`config.mk`:
```
export PLATFORM = sky130hd
export DESIGN_NAME = mmio_ctrl_top
export DESIGN_NICKNAME = d
export VERILOG_FILES = /design/src/rtl/mmio_pkg.sv /design/src/rtl/mmio_decode.sv /design/src/rtl/mmio_cmd_queue.sv /design/src/rtl/mmio_reg_exec.sv /design/src/rtl/mmio_ctrl_top.sv
export SDC_FILE = /design/constraint.sdc
export NUM_CORES = 1
export LEC_CHECK = 0
export BUFFER_PORTS_ARGS = -buffer_cell sky130_fd_sc_hd__buf_2
export CELL_PAD_IN_SITES_DETAIL_PLACEMENT = 1
export CELL_PAD_IN_SITES_GLOBAL_PLACEMENT = 1
export CORE_ASPECT_RATIO = 0.7
export CORE_MARGIN = 2
export CORE_UTILIZATION = 52
export CTS_CLUSTER_DIAMETER = 120
export DETAILED_ROUTE_END_ITERATION = 10
export GPL_ROUTABILITY_DRIVEN = 0
export GPL_TIMING_DRIVEN = 1
export PLACE_DENSITY_LB_ADDON = 0.1
export SYNTH_ARGS = -nofsm -noshare
export SYNTH_HDL_FRONTEND = slang
export SYNTH_SLANG_ARGS = --single-unit
```
`constraint.sdc`:
```
create_clock -name clock -period 9.2 [get_ports clock]
set_input_delay 0.92 -clock clock [delete_from_list [all_inputs] [get_ports clock]]
set_output_delay 0.92 -clock clock [all_outputs]
set_load 0.01 [all_outputs]
```
`src/rtl/mmio_pkg.sv`:
```
//////////////////////////////////////////////////
// MMIO front end shared definitions
//////////////////////////////////////////////////

package mmio_pkg;

  // Host request, bit 0 is the MSB throughout
  typedef struct packed {
    logic        valid;
    logic        cfg;
    logic        read;
    logic        doubleword;
    logic [0:23] address;
    logic        address_parity;
    logic [0:63] data;
    logic        data_parity;
  } mmio_in_t;

  typedef struct packed {
    logic        ack;
    logic [0:63] data;
    logic        data_parity;
  } mmio_out_t;

  typedef enum logic [1:0] {
    OP_CFG_READ,
    OP_CFG_WRITE,
    OP_REG_READ,
    OP_REG_WRITE
  } mmio_op_t;

  typedef struct packed {
    mmio_op_t    op;
    logic [0:23] address;
    logic [0:63] data;
    logic        doubleword;
  } mmio_cmd_t;

  // Accelerator descriptor, eight 64-bit words
  typedef struct packed {
    logic [0:15] num_ints_per_process;
    logic [0:15] num_of_processes;
    logic [0:15] num_of_afu_crs;
    logic [0:15] req_prog_model;
    logic [0:63] reserved_1;
    logic [0:7]  reserved_2;
    logic [0:55] afu_cr_len;
    logic [0:63] afu_cr_offset;
    logic [0:5]  reserved_3;
    logic        psa_per_process_required;
    logic        psa_required;
    logic [0:55] psa_length;
    logic [0:63] psa_offset;
    logic [0:7]  reserved_4;
    logic [0:55] afu_eb_len;
    logic [0:63] afu_eb_offset;
  } afu_desc_t;

  // Dedicated process model, one process, one config record
  localparam afu_desc_t AFU_DESC = '{
    num_ints_per_process     : 16'h0000,
    num_of_processes         : 16'h0001,
    num_of_afu_crs           : 16'h0001,
    req_prog_model           : 16'h8010,
    reserved_1               : 64'h0,
    reserved_2               : 8'h00,
    afu_cr_len               : 56'h1,
    afu_cr_offset            : 64'h0000_0000_0000_0100,
    reserved_3               : 6'b00_0000,
    psa_per_process_required : 1'b0,
    psa_required             : 1'b1,
    psa_length               : 56'h0,
    psa_offset               : 64'h0,
    reserved_4               : 8'h00,
    afu_eb_len               : 56'h0,
    afu_eb_offset            : 64'h0
  };

  localparam logic [0:23] ALGO_REQUEST = 24'h000000;
  localparam logic [0:23] ALGO_STATUS  = 24'h000002;
  localparam logic [0:23] ERROR_REG    = 24'h000004;

  localparam int CMD_QUEUE_DEPTH = 4;
  localparam int QUEUE_PTR_W     = $clog2(CMD_QUEUE_DEPTH);

  // Bit that makes the total count of ones odd
  function automatic logic odd_parity(input logic [0:63] value);
    return ~^value;
  endfunction

  // Word index is the doubleword address modulo 8
  function automatic logic [0:63] read_afu_descriptor(input logic [0:22] word_addr);
    logic [0:511] flat;
    flat = AFU_DESC;
    return flat[64 * word_addr[20:22] +: 64];
  endfunction

endpackage

```
`src/rtl/mmio_decode.sv`:
```
//////////////////////////////////////////////////
// MMIO request decoder and parity check
//////////////////////////////////////////////////

module mmio_decode (
  input  logic                clock,
  input  logic                rstn,
  input  mmio_pkg::mmio_in_t  mmio_in,
  output logic                push,
  output mmio_pkg::mmio_cmd_t cmd,
  output logic [0:1]          mmio_errors
);

  import mmio_pkg::*;

  logic      in_valid;
  mmio_in_t  in_q;
  mmio_op_t  op;
  logic      addr_bad;
  logic      data_bad;
  logic      dec_valid;
  mmio_cmd_t dec_cmd;
  logic      addr_err;
  logic      data_err;

  //////////////////////////////////////////////////
  // Host request capture
  //////////////////////////////////////////////////

  always_ff @(posedge clock or negedge rstn) begin
    if (!rstn) begin
      in_valid <= 1'b0;
    end else begin
      in_valid <= mmio_in.valid;
    end
  end

  always_ff @(posedge clock) begin
    in_q <= mmio_in;
  end

  // Opcode from cfg and read
  always_comb begin
    case ({in_q.cfg, in_q.read})
      2'b11:   op = OP_CFG_READ;
      2'b10:   op = OP_CFG_WRITE;
      2'b01:   op = OP_REG_READ;
      default: op = OP_REG_WRITE;
    endcase
  end

  // Data parity only means something on writes
  assign addr_bad = in_q.address_parity != odd_parity({40'd0, in_q.address});
  assign data_bad = !in_q.read && (in_q.data_parity != odd_parity(in_q.data));

  //////////////////////////////////////////////////
  // Decode and output stages
  //////////////////////////////////////////////////

  always_ff @(posedge clock or negedge rstn) begin
    if (!rstn) begin
      dec_valid   <= 1'b0;
      addr_err    <= 1'b0;
      data_err    <= 1'b0;
      push        <= 1'b0;
      mmio_errors <= 2'b00;
    end else begin
      dec_valid   <= in_valid;
      addr_err    <= in_valid && addr_bad;
      data_err    <= in_valid && data_bad;
      push        <= dec_valid;
      mmio_errors <= {data_err, addr_err};
    end
  end

  always_ff @(posedge clock) begin
    dec_cmd <= '{op: op, address: in_q.address, data: in_q.data, doubleword: in_q.doubleword};
    cmd     <= dec_cmd;
  end

  // Error pulse belongs to the request sampled three edges earlier
  a_err_after_valid: assert property (@(posedge clock) disable iff (!rstn)
    (|mmio_errors) |-> $past(mmio_in.valid, 3));

endmodule

```
`src/rtl/mmio_cmd_queue.sv`:
```
//////////////////////////////////////////////////
// Command FIFO with four-phase head handshake
//////////////////////////////////////////////////

module mmio_cmd_queue (
  input  logic                clock,
  input  logic                rstn,
  input  logic                push,
  input  mmio_pkg::mmio_cmd_t cmd,
  output logic                req,
  output mmio_pkg::mmio_cmd_t cmd_head,
  input  logic                ack
);

  import mmio_pkg::*;

  typedef enum logic [1:0] {Q_IDLE, Q_REQ, Q_WAIT_LOW} queue_state_t;

  queue_state_t           state;
  mmio_cmd_t              mem [CMD_QUEUE_DEPTH];
  logic [QUEUE_PTR_W-1:0] wr_ptr;
  logic [QUEUE_PTR_W-1:0] rd_ptr;
  logic [QUEUE_PTR_W:0]   count;
  logic                   pop;
  logic                   has_entry;

  assign pop       = (state == Q_REQ) && ack;
  assign has_entry = (count != '0) || push;
  assign req       = (state == Q_REQ);
  assign cmd_head  = mem[rd_ptr];

  always_ff @(posedge clock) begin
    if (push) begin
      mem[wr_ptr] <= cmd;
    end
  end

  always_ff @(posedge clock or negedge rstn) begin
    if (!rstn) begin
      wr_ptr <= '0;
      rd_ptr <= '0;
      count  <= '0;
    end else begin
      if (push) wr_ptr <= wr_ptr + QUEUE_PTR_W'(1);
      if (pop) rd_ptr <= rd_ptr + QUEUE_PTR_W'(1);
      case ({push, pop})
        2'b10:   count <= count + 1'b1;
        2'b01:   count <= count - 1'b1;
        default: count <= count;
      endcase
    end
  end

  // Handshake FSM for the head entry
  always_ff @(posedge clock or negedge rstn) begin
    if (!rstn) begin
      state <= Q_IDLE;
    end else begin
      case (state)
        Q_IDLE:     if (has_entry) state <= Q_REQ;
        Q_REQ:      if (ack) state <= Q_WAIT_LOW;
        Q_WAIT_LOW: if (!ack) state <= has_entry ? Q_REQ : Q_IDLE;
        default:    state <= Q_IDLE;
      endcase
    end
  end

  a_no_push_full: assert property (@(posedge clock) disable iff (!rstn)
    push |-> (count < CMD_QUEUE_DEPTH));

  a_head_stable: assert property (@(posedge clock) disable iff (!rstn)
    req |=> (!req || $stable(cmd_head)));

  a_req_after_ack_low: assert property (@(posedge clock) disable iff (!rstn)
    $rose(req) |-> !ack);

endmodule

```
`src/rtl/mmio_reg_exec.sv`:
```
//////////////////////////////////////////////////
// MMIO register executor and host response
//////////////////////////////////////////////////

module mmio_reg_exec (
  input  logic                clock,
  input  logic                rstn,
  input  logic                req,
  input  mmio_pkg::mmio_cmd_t cmd_head,
  output logic                ack,
  input  logic [0:63]         report_errors,
  input  logic [0:63]         algorithm_status,
  output logic [0:63]         algorithm_requests,
  output logic                errors_ack,
  output logic                status_ack,
  output mmio_pkg::mmio_out_t mmio_out
);

  import mmio_pkg::*;

  typedef enum logic [1:0] {E_IDLE, E_EXEC, E_ACK, E_WAIT_LOW} exec_state_t;

  exec_state_t state;
  logic [0:63] status_q;
  logic [0:63] errors_q;
  logic [0:63] desc_word;
  logic [0:63] rd_data;
  logic        fire;
  logic        status_hit;
  logic        errors_hit;
  logic        request_hit;
  logic        resp_ack;
  logic [0:63] resp_data;
  logic        resp_parity;

  // Register inputs sampled every cycle
  always_ff @(posedge clock) begin
    status_q <= algorithm_status;
    errors_q <= report_errors;
  end

  //////////////////////////////////////////////////
  // Read data selection
  //////////////////////////////////////////////////

  assign desc_word   = read_afu_descriptor(cmd_head.address[0:22]);
  assign status_hit  = (cmd_head.op == OP_REG_READ) && (cmd_head.address == ALGO_STATUS);
  assign errors_hit  = (cmd_head.op == OP_REG_READ) && (cmd_head.address == ERROR_REG);
  assign request_hit = (cmd_head.op == OP_REG_WRITE) && (cmd_head.address == ALGO_REQUEST);

  always_comb begin
    rd_data = 64'h0;
    if (cmd_head.op == OP_CFG_READ) begin
      if (cmd_head.doubleword) begin
        rd_data = desc_word;
      end else if (cmd_head.address[23]) begin
        rd_data = {desc_word[32:63], desc_word[32:63]};
      end else begin
        rd_data = {desc_word[0:31], desc_word[0:31]};
      end
    end else if (status_hit) begin
      rd_data = status_q;
    end else if (errors_hit) begin
      rd_data = errors_q;
    end
  end

  //////////////////////////////////////////////////
  // Handshake FSM
  //////////////////////////////////////////////////

  always_ff @(posedge clock or negedge rstn) begin
    if (!rstn) begin
      state <= E_IDLE;
      ack   <= 1'b0;
    end else begin
      case (state)
        E_IDLE: if (req) state <= E_EXEC;
        E_EXEC: begin
          ack   <= 1'b1;
          state <= E_ACK;
        end
        E_ACK:  state <= E_WAIT_LOW;
        E_WAIT_LOW: begin
          // Hold ack until the queue drops req
          if (!req) begin
            ack   <= 1'b0;
            state <= E_IDLE;
          end
        end
        default: state <= E_IDLE;
      endcase
    end
  end

  assign fire = (state == E_EXEC);

  // Host side pulses, registered with the rise of ack
  always_ff @(posedge clock or negedge rstn) begin
    if (!rstn) begin
      resp_ack           <= 1'b0;
      algorithm_requests <= 64'h0;
      errors_ack         <= 1'b0;
      status_ack         <= 1'b0;
    end else begin
      resp_ack           <= fire;
      algorithm_requests <= (fire && request_hit) ? cmd_head.data : 64'h0;
      errors_ack         <= fire && errors_hit && (|errors_q);
      status_ack         <= fire && status_hit && (|status_q);
    end
  end

  always_ff @(posedge clock) begin
    if (fire) begin
      resp_data   <= rd_data;
      resp_parity <= odd_parity(rd_data);
    end
  end

  assign mmio_out = '{ack: resp_ack, data: resp_data, data_parity: resp_parity};

  a_ack_one_cycle: assert property (@(posedge clock) disable iff (!rstn)
    mmio_out.ack |=> !mmio_out.ack);

endmodule

```
`src/rtl/mmio_ctrl_top.sv`:
```
//////////////////////////////////////////////////
// MMIO front end top level
//////////////////////////////////////////////////

module mmio_ctrl_top (
  input  logic                clock,
  input  logic                rstn,
  input  mmio_pkg::mmio_in_t  mmio_in,
  output mmio_pkg::mmio_out_t mmio_out,
  output logic [0:1]          mmio_errors,
  input  logic [0:63]         report_errors,
  input  logic [0:63]         algorithm_status,
  output logic [0:63]         algorithm_requests,
  output logic                errors_ack,
  output logic                status_ack
);

  import mmio_pkg::*;

  logic      push;
  mmio_cmd_t cmd;
  logic      req;
  mmio_cmd_t cmd_head;
  logic      ack;

  mmio_decode u_decode (
    .clock       (clock),
    .rstn        (rstn),
    .mmio_in     (mmio_in),
    .push        (push),
    .cmd         (cmd),
    .mmio_errors (mmio_errors)
  );

  mmio_cmd_queue u_queue (
    .clock    (clock),
    .rstn     (rstn),
    .push     (push),
    .cmd      (cmd),
    .req      (req),
    .cmd_head (cmd_head),
    .ack      (ack)
  );

  mmio_reg_exec u_exec (
    .clock              (clock),
    .rstn               (rstn),
    .req                (req),
    .cmd_head           (cmd_head),
    .ack                (ack),
    .report_errors      (report_errors),
    .algorithm_status   (algorithm_status),
    .algorithm_requests (algorithm_requests),
    .errors_ack         (errors_ack),
    .status_ack         (status_ack),
    .mmio_out           (mmio_out)
  );

endmodule

```
**Yosys cells after proc, flatten, opt, wreduce, memory -nomap -nowiden**

Memory sizes are Yosys's and may differ from the RTL's.
Cells that the tools add are included.

- Bits in writable memories: 364
- Flip-flop bits (word level): 554
- Input bits: 224
- Memories: 1
- Logic and storage cells: 112

- Eq/ne operators: 21
- Bitwise logic cells: 1
- Reductions and logical operators: 29
- Multiplexer cells: 20
- $add $sub $neg: 4
- Shifts and indexed selects: 1

Memories:

| name | depth | bits a word | read ports | clocked after Yosys merged registers in | wr ports | RTL line | RTL |
|---|---|---|---|---|---|---|---|
| u_queue.mem | 4 | 91 | 1 | 0 | 1 | mmio_cmd_queue.sv:20 | `mmio_cmd_t mem [CMD_QUEUE_DEPTH];` |

Operator list:

| kind | count |
|---|---|
| variable part select 512 x 33 -> 513 bit, first input constant | 1 |
| two-way mux 64 bit | 6 |
| XNOR reduction 64 bit | 3 |
| OR reduction 64 bit | 2 |
| inverter 9 -> 33 bit | 1 |
| equality test 24 x 2 -> 1 bit, second input constant | 1 |
| equality test 24 x 3 -> 1 bit, second input constant | 1 |
| zero test 24 bit | 1 |
| equality test 2 bit, second input constant | 8 |
| logical AND 1 bit | 12 |
| one-hot mux 2 bit (3 select lines) | 2 |
| two-way mux 2 bit | 5 |
| equality test 2 x 1 -> 1 bit, second input constant | 4 |
| one-hot mux 2 bit (4 select lines) | 1 |
| zero test 2 bit | 3 |
| inequality test 2 bit, second input constant | 3 |
| one-hot mux 3 bit (2 select lines) | 1 |
| adder 2 x 1 -> 2 bit, second input constant | 2 |
| two-way mux 1 bit | 4 |
| inequality test 2 x 1 -> 1 bit, second input constant | 2 |
| AND reduction 2 bit | 2 |
| nonzero test 2 bit | 2 |
| adder 3 x 1 -> 3 bit, second input constant | 1 |
| AND reduction 3 bit | 1 |
| 6 further kinds | 7 |

**Logic depth before layout (Yosys ltp)**

Gate-level depths: netlist of the first run.
An unclocked memory read counts as a cell.

- Depth after elaboration: 7
- Depth in mapped cells: 17

**Modules after synthesis**

From an unflattened synthesis of the first run, not the netlist that was laid out.

- Cells, all modules: 1,726
- Area, all modules: 29,909.9 sq um

By module, submodules not included:

| module | area an instance (sq um) | cells an instance | times used |
|---|---|---|---|
| mmio_cmd_queue | 13,606.8 | 515 | 1 |
| mmio_reg_exec | 9,826.9 | 838 | 1 |
| mmio_decode | 6,476.2 | 373 | 1 |

**Worst setup path after synthesis of the first run**

OpenSTA, ideal clock, no wires.

- Kind: flip-flop to flip-flop
- From: register u_queue.rd_ptr[0]
- To: register u_exec.resp_parity (data pin)
- Cell stages (with the launch flop): 16
- Buffers on the path: 4
- Data arrival time: 3,564 ps
- Setup slack: 5,369 ps
- Library setup time: 268 ps
- Required time: 8,932 ps
- Period minus slack after synthesis: 3,831 ps
- Cells stage by stage: dfrtp_1 -> buf_6 -> buf_8 -> nor4_2 -> nand4_1 -> a211o_1 -> a311oi_4 -> buf_6 -> buf_6 -> nand2_1 -> a22o_1 -> a22oi_1 -> xnor2_1 -> xnor3_1 -> xnor2_1 -> xnor3_1

- Word-level cells in the longest chain between the ends: 7

RTL lines:

| what | RTL line | RTL |
|---|---|---|
| from (decl) | mmio_cmd_queue.sv:22 | `logic [QUEUE_PTR_W-1:0] rd_ptr;` |
| from (signal assigned) | mmio_cmd_queue.sv:45 | `if (pop) rd_ptr <= rd_ptr + QUEUE_PTR_W'(1);` |
| memory (4 x 91 bit) * | n/a |  |
| inverter 9 -> 33 bit (not written as such) (tied with other cells) | mmio_pkg.sv:95 | `return flat[64 * word_addr[20:22] +: 64];` |
| variable part select 512 x 33 -> 513 bit or logical AND 1 bit (tied branches) | mmio_pkg.sv:95, mmio_reg_exec.sv:48 |  |
| two-way mux 64 bit (on tied branches) | mmio_reg_exec.sv:56, mmio_reg_exec.sv:63 |  |
| two-way mux 64 bit (on tied branches) | mmio_reg_exec.sv:54, mmio_reg_exec.sv:61 |  |
| two-way mux 64 bit * | mmio_reg_exec.sv:53 | `if (cmd_head.op == OP_CFG_READ) begin` |
| XNOR reduction 64 bit * | mmio_pkg.sv:88 | `return ~^value;` |
| to (signal assigned) | mmio_reg_exec.sv:116 | `resp_parity <= odd_parity(rd_data);` |
| to (decl) | mmio_reg_exec.sv:34 | `logic resp_parity;` |

Mark *: on every way between the ends. The rest lies on a longest branch, timed or not.
A chain may end at the register's enable or synchronous reset.

**Final worst setup path of the first run**

- From: register u_queue.rd_ptr[1]
- To: register u_exec.resp_parity (data pin)

The elaborated chain is that of the path after synthesis.

==> impl_metrics.tcl, run 1 <==
set metrics [dict create \
    status "finished, final reports clean" \
    overflow 0 \
    multiInputGateArea_mm2 0.00601 \
    peakVddDrop_v 0.000183 \
    gr-usage-all-layers 0.243 \
    grt_max_degree 82 \
    fin_crit_sh 0.626 \
    leakage_uw 0.0134 \
    endpoint_kind "register" \
    yosysTopAreaCellShare 0.437 \
    layout_common_cells "edfxtp_1, dfxtp_1, buf_2" \
    final.setup.worst_slack_ns 3.44 \
    grt_use_met1 0.345 \
    syn_nets 1890 \
    synth_edf_count 429 \
    post-place-ws_ns 3.46 \
    top_usage_layer "met2" \
    final_antenna_net_count 0 \
    finalSetupTns_ns 0 \
    nFillCells 4974 \
    min_path_type "reg2reg" \
    maxSlewViolCount 0 \
    crit_start "u_queue.rd_ptr[1]$_DFFE_PN0P_" \
    cts_hold_buf 0 \
    crit_chain "buf_4 > mux4_2 > nor2b_1 > o41ai_2 > a311o_1 > nor3b_2 > a21oi_1 > a21o_1 > a211oi_1 > xnor2_1 > xnor2_1 > xnor3_1" \
    critPathSlowestCell "nor3b_2" \
    p_per_area_mw_per_mm2 291 \
    cts.repair.resized 0 \
    std_cell_rows 72 \
    power_uw 10000 \
    synth_cells 1655 \
    clkTransAtPathRegs_ns 0.06 \
    drtIter0Drc 1394 \
    ys_seq_area_frac 0.785 \
    final_common_cell "edfxtp_1" \
    tightest_slew_ns 1.26 \
    cts_tree "done" \
    hold_viol_final 0 \
    max_stage_delay_ns 1.05 \
    fmax_ghz 0.174 \
    first_pass_iters 6 \
    drive_above_1_share 0.275 \
    clk-insertion-delay-late_ns 0.63 \
    nNetsFinal 2294 \
    die_h_um 203 \
    io_pins 358 \
    use_met2 0.374 \
    drv_cap 0 \
    regArea_mm2 0.0231 \
    die_w_um 288 \
    cp_common_cell "xnor2_1" \
    final_cells 2870 \
    hold-worst-slack_ns 0.320 \
    clk_path_buf_depth 3 \
    dp_cells 2715 \
    netlist_area_mm2 0.0294 \
    synthTopCellsByArea "edfxtp_1, dfxtp_1, dfrtp_1" \
    grt_pass1_wl_um 104000 \
    post_cts_buffers 0 \
    fin_skew_ns 0.0186 \
    clockRootBuffer "clkbuf_16" \
    cp_data_required_time_ns 9.57 \
    cts_made_buffers 82 \
    vias 15600 \
    wl_per_cell_um 24.6 \
    crit_path_start_kind "register" \
    fin_crit_ns 5.76 \
    antenna_found_initial 4 \
    path_class "reg2reg" \
    synth-async-reset-ratio 0.0937 \
    die-area_mm2 0.0586 \
    setup_viol 0 \
    gr-usage-met3 0.0567 \
    port_buffers 357 \
    finalWirelength_um 70500 \
    rr_startpoint "u_queue.rd_ptr[1]$_DFFE_PN0P_" \
    ys_types 62 \
    synth.largest_area_cell "edfxtp_1" \
    grt_pass1_vias 16600 \
    worst_ep_arrival_time_ns 6.13 \
    r2r_end "u_exec.resp_parity$_DFFE_PP_" \
    dominantRegCellSynth "edfxtp_1" \
    dp_hpwl_um 47200 \
    syn_avg_cell_area_um2 17.8 \
    drc_errors 0 \
    syn_to_final_growth_pct 17.3 \
    critPathMaxFanout 64 \
    ff2ff_setup_slack_ns 3.44 \
    endpoint "u_exec.resp_parity$_DFFE_PP_" \
    core-area_mm2 0.0556 \
    worstRegToRegCells 12 \
    start_util 0.530 \
    synth_warnings 0 \
    via_per_inst 5.45 \
    rsz0062_at_grt "no" \
    synth_seq_cells 918 \
    h-tree-depth 3 \
    numClockSinks 918 \
    slew_headroom 0.154 \
]
[worst min-delay path by stage]
| stage | end | from | slack [ns] | cells after the start |
|---|---|---|---|---|
| after floorplan | u_decode.cmd[0]$_DFF_P_ | u_decode.dec_cmd[0]$_DFF_P_ | 0.31 | 0 |
| after global placement | u_decode.cmd[41]$_DFF_P_ | u_decode.dec_cmd[41]$_DFF_P_ | 0.31 | 0 |
| after detailed placement | u_decode.cmd[65]$_DFF_P_ | u_decode.dec_cmd[65]$_DFF_P_ | 0.31 | 0 |
| after CTS | u_decode.cmd[42]$_DFF_P_ | u_decode.dec_cmd[42]$_DFF_P_ | 0.32 | 0 |
| after global routing | u_decode.cmd[42]$_DFF_P_ | u_decode.dec_cmd[42]$_DFF_P_ | 0.32 | 0 |
| final | u_decode.cmd[42]$_DFF_P_ | u_decode.dec_cmd[42]$_DFF_P_ | 0.32 | 0 |
[area by class of cell]
| cell class | instances | share of cell area |
|---|---|---|
| antenna | 1 | 0.0000725 |
| clock buffer | 115 | 0.0672 |
| clock inverter | 39 | 0.00710 |
| inverter | 13 | 0.00141 |
| multi-input combinational | 676 | 0.174 |
| sequential | 918 | 0.669 |
| tap | 740 | 0.0268 |
| timing repair buffer | 368 | 0.0542 |
[through the flow]
step,utilization,area [um2]
3_5_place_dp,0.575,32000
6_report,0.621,34500
3_3_place_gp,0.575,32000
5_1_grt,0.621,34500
2_1_floorplan,-,29400
4_1_cts,0.621,34500
[cell usage after synthesis (all sizes together), types with 2 or more instances]
| cell type | instances |
|---|---|
| nand3 | 3 |
| a311oi | 2 |
| and2 | 6 |
| or2 | 3 |
| edfxtp | 429 |
| nor2b | 106 |
| a22o | 59 |
| xnor2 | 99 |
| mux4 | 71 |
| a221oi | 2 |
| nand4 | 12 |
| dfxtp | 403 |
| nor4 | 44 |
| a21oi | 27 |
| ha | 10 |
| nor3 | 9 |
| xor2 | 27 |
| o21a | 2 |
| a21boi | 2 |
| a22oi | 30 |
| or4 | 7 |
| nor2 | 18 |
| dfrtp | 86 |
| a311o | 2 |
| buf | 24 |
| nand2 | 74 |
| clkbuf | 24 |
| a21o | 2 |
| o21ai | 19 |
| nand2b | 5 |
| xnor3 | 7 |
| inv | 13 |
| and3 | 7 |
| nor3b | 2 |
| nand3b | 5 |
| mux2i | 5 |
[worst max-delay path: cells and delay by family (launching register included)]
kind                   cells  cell delay, ns
buffers and inverters      1            0.79
flip-flops                 1            0.56
AND/OR/NAND/NOR            2            1.23
AO/OA/AOI/OAI              5            1.43
XOR/XNOR                   3            1.00
multiplexers               1            0.46
[routing by layer]
metal	part of all wire	vias up
li1	-	6923
met5	0	-
met1	0.44	8056
met2	0.47	527
met3	0.066	126
met4	0.025	0
[sequential cells by signal (all words and copies together) (netlist names), 2 cells and up]
register	cells
u_decode.mmio_errors	2
u_queue.count	3
u_exec.state	2
u_exec.algorithm_requests	64
u_decode.dec_cmd	91
u_queue.state	2
u_queue.mem	364
u_decode.cmd	91
u_queue.rd_ptr	2
u_decode.in_q	93
u_exec.errors_q	64
u_queue.wr_ptr	2
u_exec.status_q	64
u_exec.resp_data	64
[power breakdown]
group / switching [uW] / total (uW) / internal [uW]
sequential: 279 / 5160 / 4880
combinational: 901 / 1620 / 716
clock: 1460 / 3260 / 1800
total: 2640 / 10000 / 7400
[kinds of logic (layout without fill, tap and decap cells)]
kind of cell             count (synthesis)  in the layout  synth area share
buffers and inverters                   61            535            0.0119
adder cells (fa/ha/maj)                 11             11           0.00493
XOR/XNOR                               134            134            0.0437
flip-flops                             918            918             0.785
multiplexers                            76             76            0.0560
AND/OR/NAND/NOR                        303            303            0.0590
AO/OA/AOI/OAI                          152            152            0.0399
other                                    0              1                 0
Note: power is estimated with default switching activity, not from simulation.
==> inputs of run 2 (changes only) <==
CORE_UTILIZATION = 49   (was 52)
clock period = 5.4 ns   (was 9.2 ns; I/O delays follow)
==> run 2 against run 1 <==
  * Utilization shrank 1.1 points
  * Critical path depth did not move
  * Clock skew grew 0.011 ns
  * Count of clock-buffer cells in the layout increased by 12
  * Clock power is 84% higher
  * Setup slack got worse by 2.7 ns
  * Sequential power up 69%
  * Cell area increased by 5.5%
  * Fmax rose by 23%
  * Combinational power up 76%
  * Global-route usage shrank 0.75 points
  * Via count is 3.2% higher
  * Largest cell class unchanged
==> impl_metrics.tcl, run 2 (synthesis gave the netlist of run 1 again) <==
set metrics [dict create \
    status "finished, final reports clean" \
    overflow 0 \
    fin_skew_ns 0.0300 \
    cts_made_buffers 82 \
    clk_path_buf_depth 3 \
    final_area_mm2 0.0364 \
    drv_cap 0 \
    endpoint_kind "register" \
    die_w_um 297 \
    placed_area_mm2 0.0321 \
    via_per_inst 5.22 \
    setup_viol 0 \
    crit_path_start_kind "register" \
    critPathMaxFanout 81 \
    drtIter0Drc 1228 \
    gr-usage-all-layers 0.235 \
    cp_common_cell "xnor3_1" \
    leakage_uw 0.0142 \
    grt_pass1_wl_um 109000 \
    maxSlewViolCount 0 \
    syn_to_final_growth_pct 23.7 \
    fin_crit_sh 0.867 \
    slew_headroom 0.111 \
    die_h_um 209 \
    drive_above_1_share 0.264 \
    grt_max_degree 82 \
    port_buffers 357 \
    finalWirelength_um 72700 \
    drc_errors 0 \
    grt_pass1_vias 17500 \
    vias 16100 \
    std_cell_rows 75 \
    clkTransAtPathRegs_ns 0.07 \
    antenna_found_initial 0 \
    path_delay_family "XOR/XNOR gates" \
    largest_reg_flops 364 \
    io_pins 358 \
    post_cts_buffers 0 \
    finalSetupTns_ns 0 \
    nFillCells 5430 \
    nNetsFinal 2445 \
    top_register "u_queue.mem" \
    cp_data_required_time_ns 5.77 \
    crit_chain "mux4_2 > nor2b_2 > nand2_4 > a311oi_4 > buf_12 > nand2_1 > a22o_1 > a22oi_2 > xor2_1 > xnor3_1 > xnor3_2 > xnor3_1" \
    die-area_mm2 0.0621 \
    rsz0062_at_grt "no" \
    h-tree-depth 3 \
    min_path_type "in2reg" \
    fin_crit_ns 4.68 \
    final_antenna_net_count 0 \
    layout_common_cells "edfxtp_1, dfxtp_1, buf_2" \
    hold_viol_final 0 \
    path_class "reg2reg" \
    peakVddDrop_v 0.000242 \
    cts.repair.resized 0 \
    start_util 0.493 \
    wl_per_cell_um 23.5 \
    first_pass_iters 5 \
    core-area_mm2 0.0597 \
    final_common_cell "edfxtp_1" \
    cts_hold_buf 146 \
    max_stage_delay_ns 0.67 \
    top_regs "u_queue.mem x364, u_decode.in_q x93" \
    cp.buffers_inverters 1 \
    numClockSinks 918 \
    p_per_area_mw_per_mm2 483 \
    clk-insertion-delay-late_ns 0.64 \
    critPathSlowestCell "mux4_2" \
    dp_hpwl_um 45900 \
    tightest_slew_ns 1.32 \
    cts_tree "done" \
    worst_ep_arrival_time_ns 5.05 \
    fmax_ghz 0.214 \
    num_antenna_cells 0 \
    clockRootBuffer "clkbuf_16" \
]
-- run 2: power by group --
part / leakage, uW / internal [uW] / switching, uW
combinational: 0.00428 / 1290 / 1560
sequential: 0.00853 / 8320 / 413
clock: 0.00139 / 3440 / 2550
total: 0.0142 / 13100 / 4530
-- run 2: final timing paths --
check | start | endpoint | slack, ns | cells past startpoint
max | u_queue.rd_ptr[0]$_DFFE_PN0P_ | u_exec.resp_parity$_DFFE_PP_ | 0.72 | 12
min | report_errors[39] | u_exec.errors_q[39]$_DFF_P_ | 0.02 | 1
max reg2reg | u_queue.rd_ptr[0]$_DFFE_PN0P_ | u_exec.resp_parity$_DFFE_PP_ | 0.72 | 12
min reg2reg | u_decode.dec_cmd[26]$_DFF_P_ | u_decode.cmd[26]$_DFF_P_ | 0.31 | 0
max in group asynchronous | rstn | u_queue.rd_ptr[0]$_DFFE_PN0P_ | 4.23 | 2
min in group asynchronous | rstn | u_exec.errors_ack$_DFF_PN0_ | 0.05 | 1
-- run 2: final cells by class --
type                            instances  area, um2  area share
Multi-Input combinational cell        676       6020       0.165
Timing Repair Buffer                  519       3400      0.0933
Tap cell                              808       1010      0.0278
Clock buffer                          127       2590      0.0712
Clock inverter                         27        238     0.00653
Sequential cell                       918      23100       0.635
Inverter                               13       48.8     0.00134
-- run 2: per-stage QoR --
stage | setup WS (ns) | utilization | std cells | hold WS (ns) | power (uW)
final | 0.720 | 0.610 | 3088 | 0.0209 | 17600
after global routing | 0.518 | 0.610 | 3088 | 0.000571 | 18300
after CTS | 0.768 | 0.610 | 3087 | 0.0000616 | 17700
after detailed placement | 0.786 | 0.538 | 2787 | 0.313 | 11700
after global placement | 0.926 | 0.538 | 2787 | 0.310 | 11600
after floorplan | 1.57 | - | 1655 | 0.244 | 10700
-- run 2: worst reg2reg max path: stages (launching register included) --
cell      delay [ns]
dfrtp_4         0.60
mux4_2          0.67
nor2b_2         0.42
nand2_4         0.10
a311oi_4        0.32
buf_12          0.37
nand2_1         0.19
a22o_1          0.23
a22oi_2         0.19
xor2_1          0.17
xnor3_1         0.40
xnor3_2         0.43
xnor3_1         0.34
-- run 2: layer usage --
metal	routed length, um	GRT usage
met3	3890	0.0485
met1	31300	0.318
met2	35200	0.383
met5	0	0
met4	2350	0.0812
==> inputs of run 3 (changes only) <==
CORE_UTILIZATION = 45   (was 49)
GPL_TIMING_DRIVEN = default   (was 1)
==> run 3 against run 2 <==
  * The flow now finishes with violations (hold timing)
  * Setup slack worse by 0.065 ns
  * Flip-flop and latch count did not move
  * First-iteration DRC count shrank 5.4%
  * Largest power group unchanged
  * Highest routed layer is now met5
==> impl_metrics.tcl, run 3 (synthesis gave the netlist of run 1 again) <==
set metrics [dict create \
    vias 16300 \
    num_antenna_cells 0 \
    maxSlewViolCount 0 \
    gr-usage-met3 0.0379 \
    worstRegToRegCells 12 \
    grt_use_met1 0.300 \
    clockRootBuffer "clkbuf_16" \
    die_w_um 310 \
    grt_pass1_vias 17600 \
    path_class "reg2reg" \
    dp_hpwl_um 46800 \
    final_antenna_net_count 0 \
    clk_path_buf_depth 3 \
    largest_reg_flops 364 \
    antenna_found_initial 2 \
    drtIter0Drc 1162 \
    cts_made_buffers 84 \
    post-place-ws_ns 0.697 \
    top_usage_layer "met2" \
    max_stage_delay_ns 0.65 \
    leakage_uw 0.0145 \
    drv_cap 0 \
    fmax_ghz 0.211 \
    final_area_mm2 0.0371 \
    status "complete, but fails checks" \
    numClockSinks 918 \
    crit_start "u_queue.rd_ptr[0]$_DFFE_PN0P_" \
    io_pins 358 \
    tightest_slew_ns 1.21 \
    h-tree-depth 3 \
    final.setup.worst_slack_ns 0.655 \
    regArea_mm2 0.0231 \
    cp.buffers_inverters 1 \
    hold_viol_final 2 \
    rr_startpoint "u_queue.rd_ptr[0]$_DFFE_PN0P_" \
    cts_tree "done" \
    violations "hold timing" \
    rsz0062_at_grt "no" \
    ff2ff_setup_slack_ns 0.65 \
    nFillCells 5992 \
    critPathSlowestCell "mux4_2" \
    overflow 0 \
    endpoint_kind "register" \
    use_met2 0.365 \
    cts.repair.resized 0 \
    finalWirelength_um 73800 \
    setup_viol 0 \
    top_regs "u_queue.mem x364, u_decode.in_q x93" \
    clkTransAtPathRegs_ns 0.07 \
    std_cell_rows 78 \
    wl_per_cell_um 23.0 \
    die-area_mm2 0.0675 \
    grt_pass1_wl_um 110000 \
    fin_crit_ns 4.75 \
    fin_skew_ns 0.0341 \
    grt_max_degree 68 \
    die_h_um 218 \
    drc_errors 0 \
    syn_to_final_growth_pct 26.0 \
    first_pass_iters 5 \
    gr-usage-all-layers 0.221 \
    finalSetupTns_ns 0 \
    min_path_type "in2async" \
    top_register "u_queue.mem" \
    placed_area_mm2 0.0322 \
    core-area_mm2 0.0648 \
    critPathMaxFanout 63 \
    fin_crit_sh 0.879 \
    drive_above_1_share 0.261 \
    start_util 0.454 \
    final_common_cell "edfxtp_1" \
    cp_data_required_time_ns 5.79 \
    crit_chain "mux4_2 > nor2b_2 > nand2_4 > a311oi_4 > buf_12 > nand2_1 > a22o_1 > a22oi_1 > xnor2_1 > xnor3_1 > xnor2_1 > xnor3_1" \
    crit_path_start_kind "register" \
    path_delay_family "XOR/XNOR gates" \
    worst_ep_arrival_time_ns 5.13 \
    nNetsFinal 2497 \
    clk-insertion-delay-late_ns 0.64 \
    via_per_inst 5.06 \
    post_cts_buffers 0 \
    port_buffers 357 \
    hold-worst-slack_ns -0.0184 \
    r2r_end "u_exec.resp_parity$_DFFE_PP_" \
    multiInputGateArea_mm2 0.00601 \
    p_per_area_mw_per_mm2 480 \
    peakVddDrop_v 0.000287 \
    slew_headroom 0.189 \
    layout_common_cells "edfxtp_1, dfxtp_1, buf_2" \
]
[run 3: how the worst max path moves through the flow]
stage,end,slack [ns],cells past startpoint
3_5_place_dp,u_exec.resp_parity$_DFFE_PP_,0.70,12
3_3_place_gp,u_exec.resp_parity$_DFFE_PP_,0.82,12
2_1_floorplan,u_exec.resp_parity$_DFFE_PP_,1.57,15
4_1_cts,u_exec.resp_parity$_DFFE_PP_,0.68,12
5_1_grt,u_exec.resp_parity$_DFFE_PP_,0.45,12
6_report,u_exec.resp_parity$_DFFE_PP_,0.65,12
[run 3: timing repair]
item,4_1_cts,5_1_grt
setup endpoints to repair,0,0
hold buffers,196,0
hold endpoints to repair,196,0
[run 3: layout make-up]
cell class | instances | share of cell area
clock buffers | 131 | 0.0725
inverters | 13 | 0.00132
flip-flops and latches | 918 | 0.623
clock inverters | 27 | 0.00668
multi-input cells | 676 | 0.162
well taps | 880 | 0.0297
repair buffers | 569 | 0.105
[run 3: layer usage]
metal	up-vias	share of wire
li1	7326	-
met1	8322	0.44
met2	486	0.49
met3	135	0.049
met4	2	0.028
met5	-	0.00015
[run 3: report_power, final]
part           switching, uW  leakage, uW  internal (uW)
Sequential               429      0.00853           8320
Clock                   2570      0.00144           3590
Combinational           1590      0.00448           1310
[run 3: per-stage QoR]
stage	util	instances	total power (uW)
floorplan	-	1655	10700
global placement	0.497	2860	11600
detailed placement	0.497	2860	11700
CTS	0.573	3214	18000
global route	0.573	3214	18600
finish	0.573	3214	17800
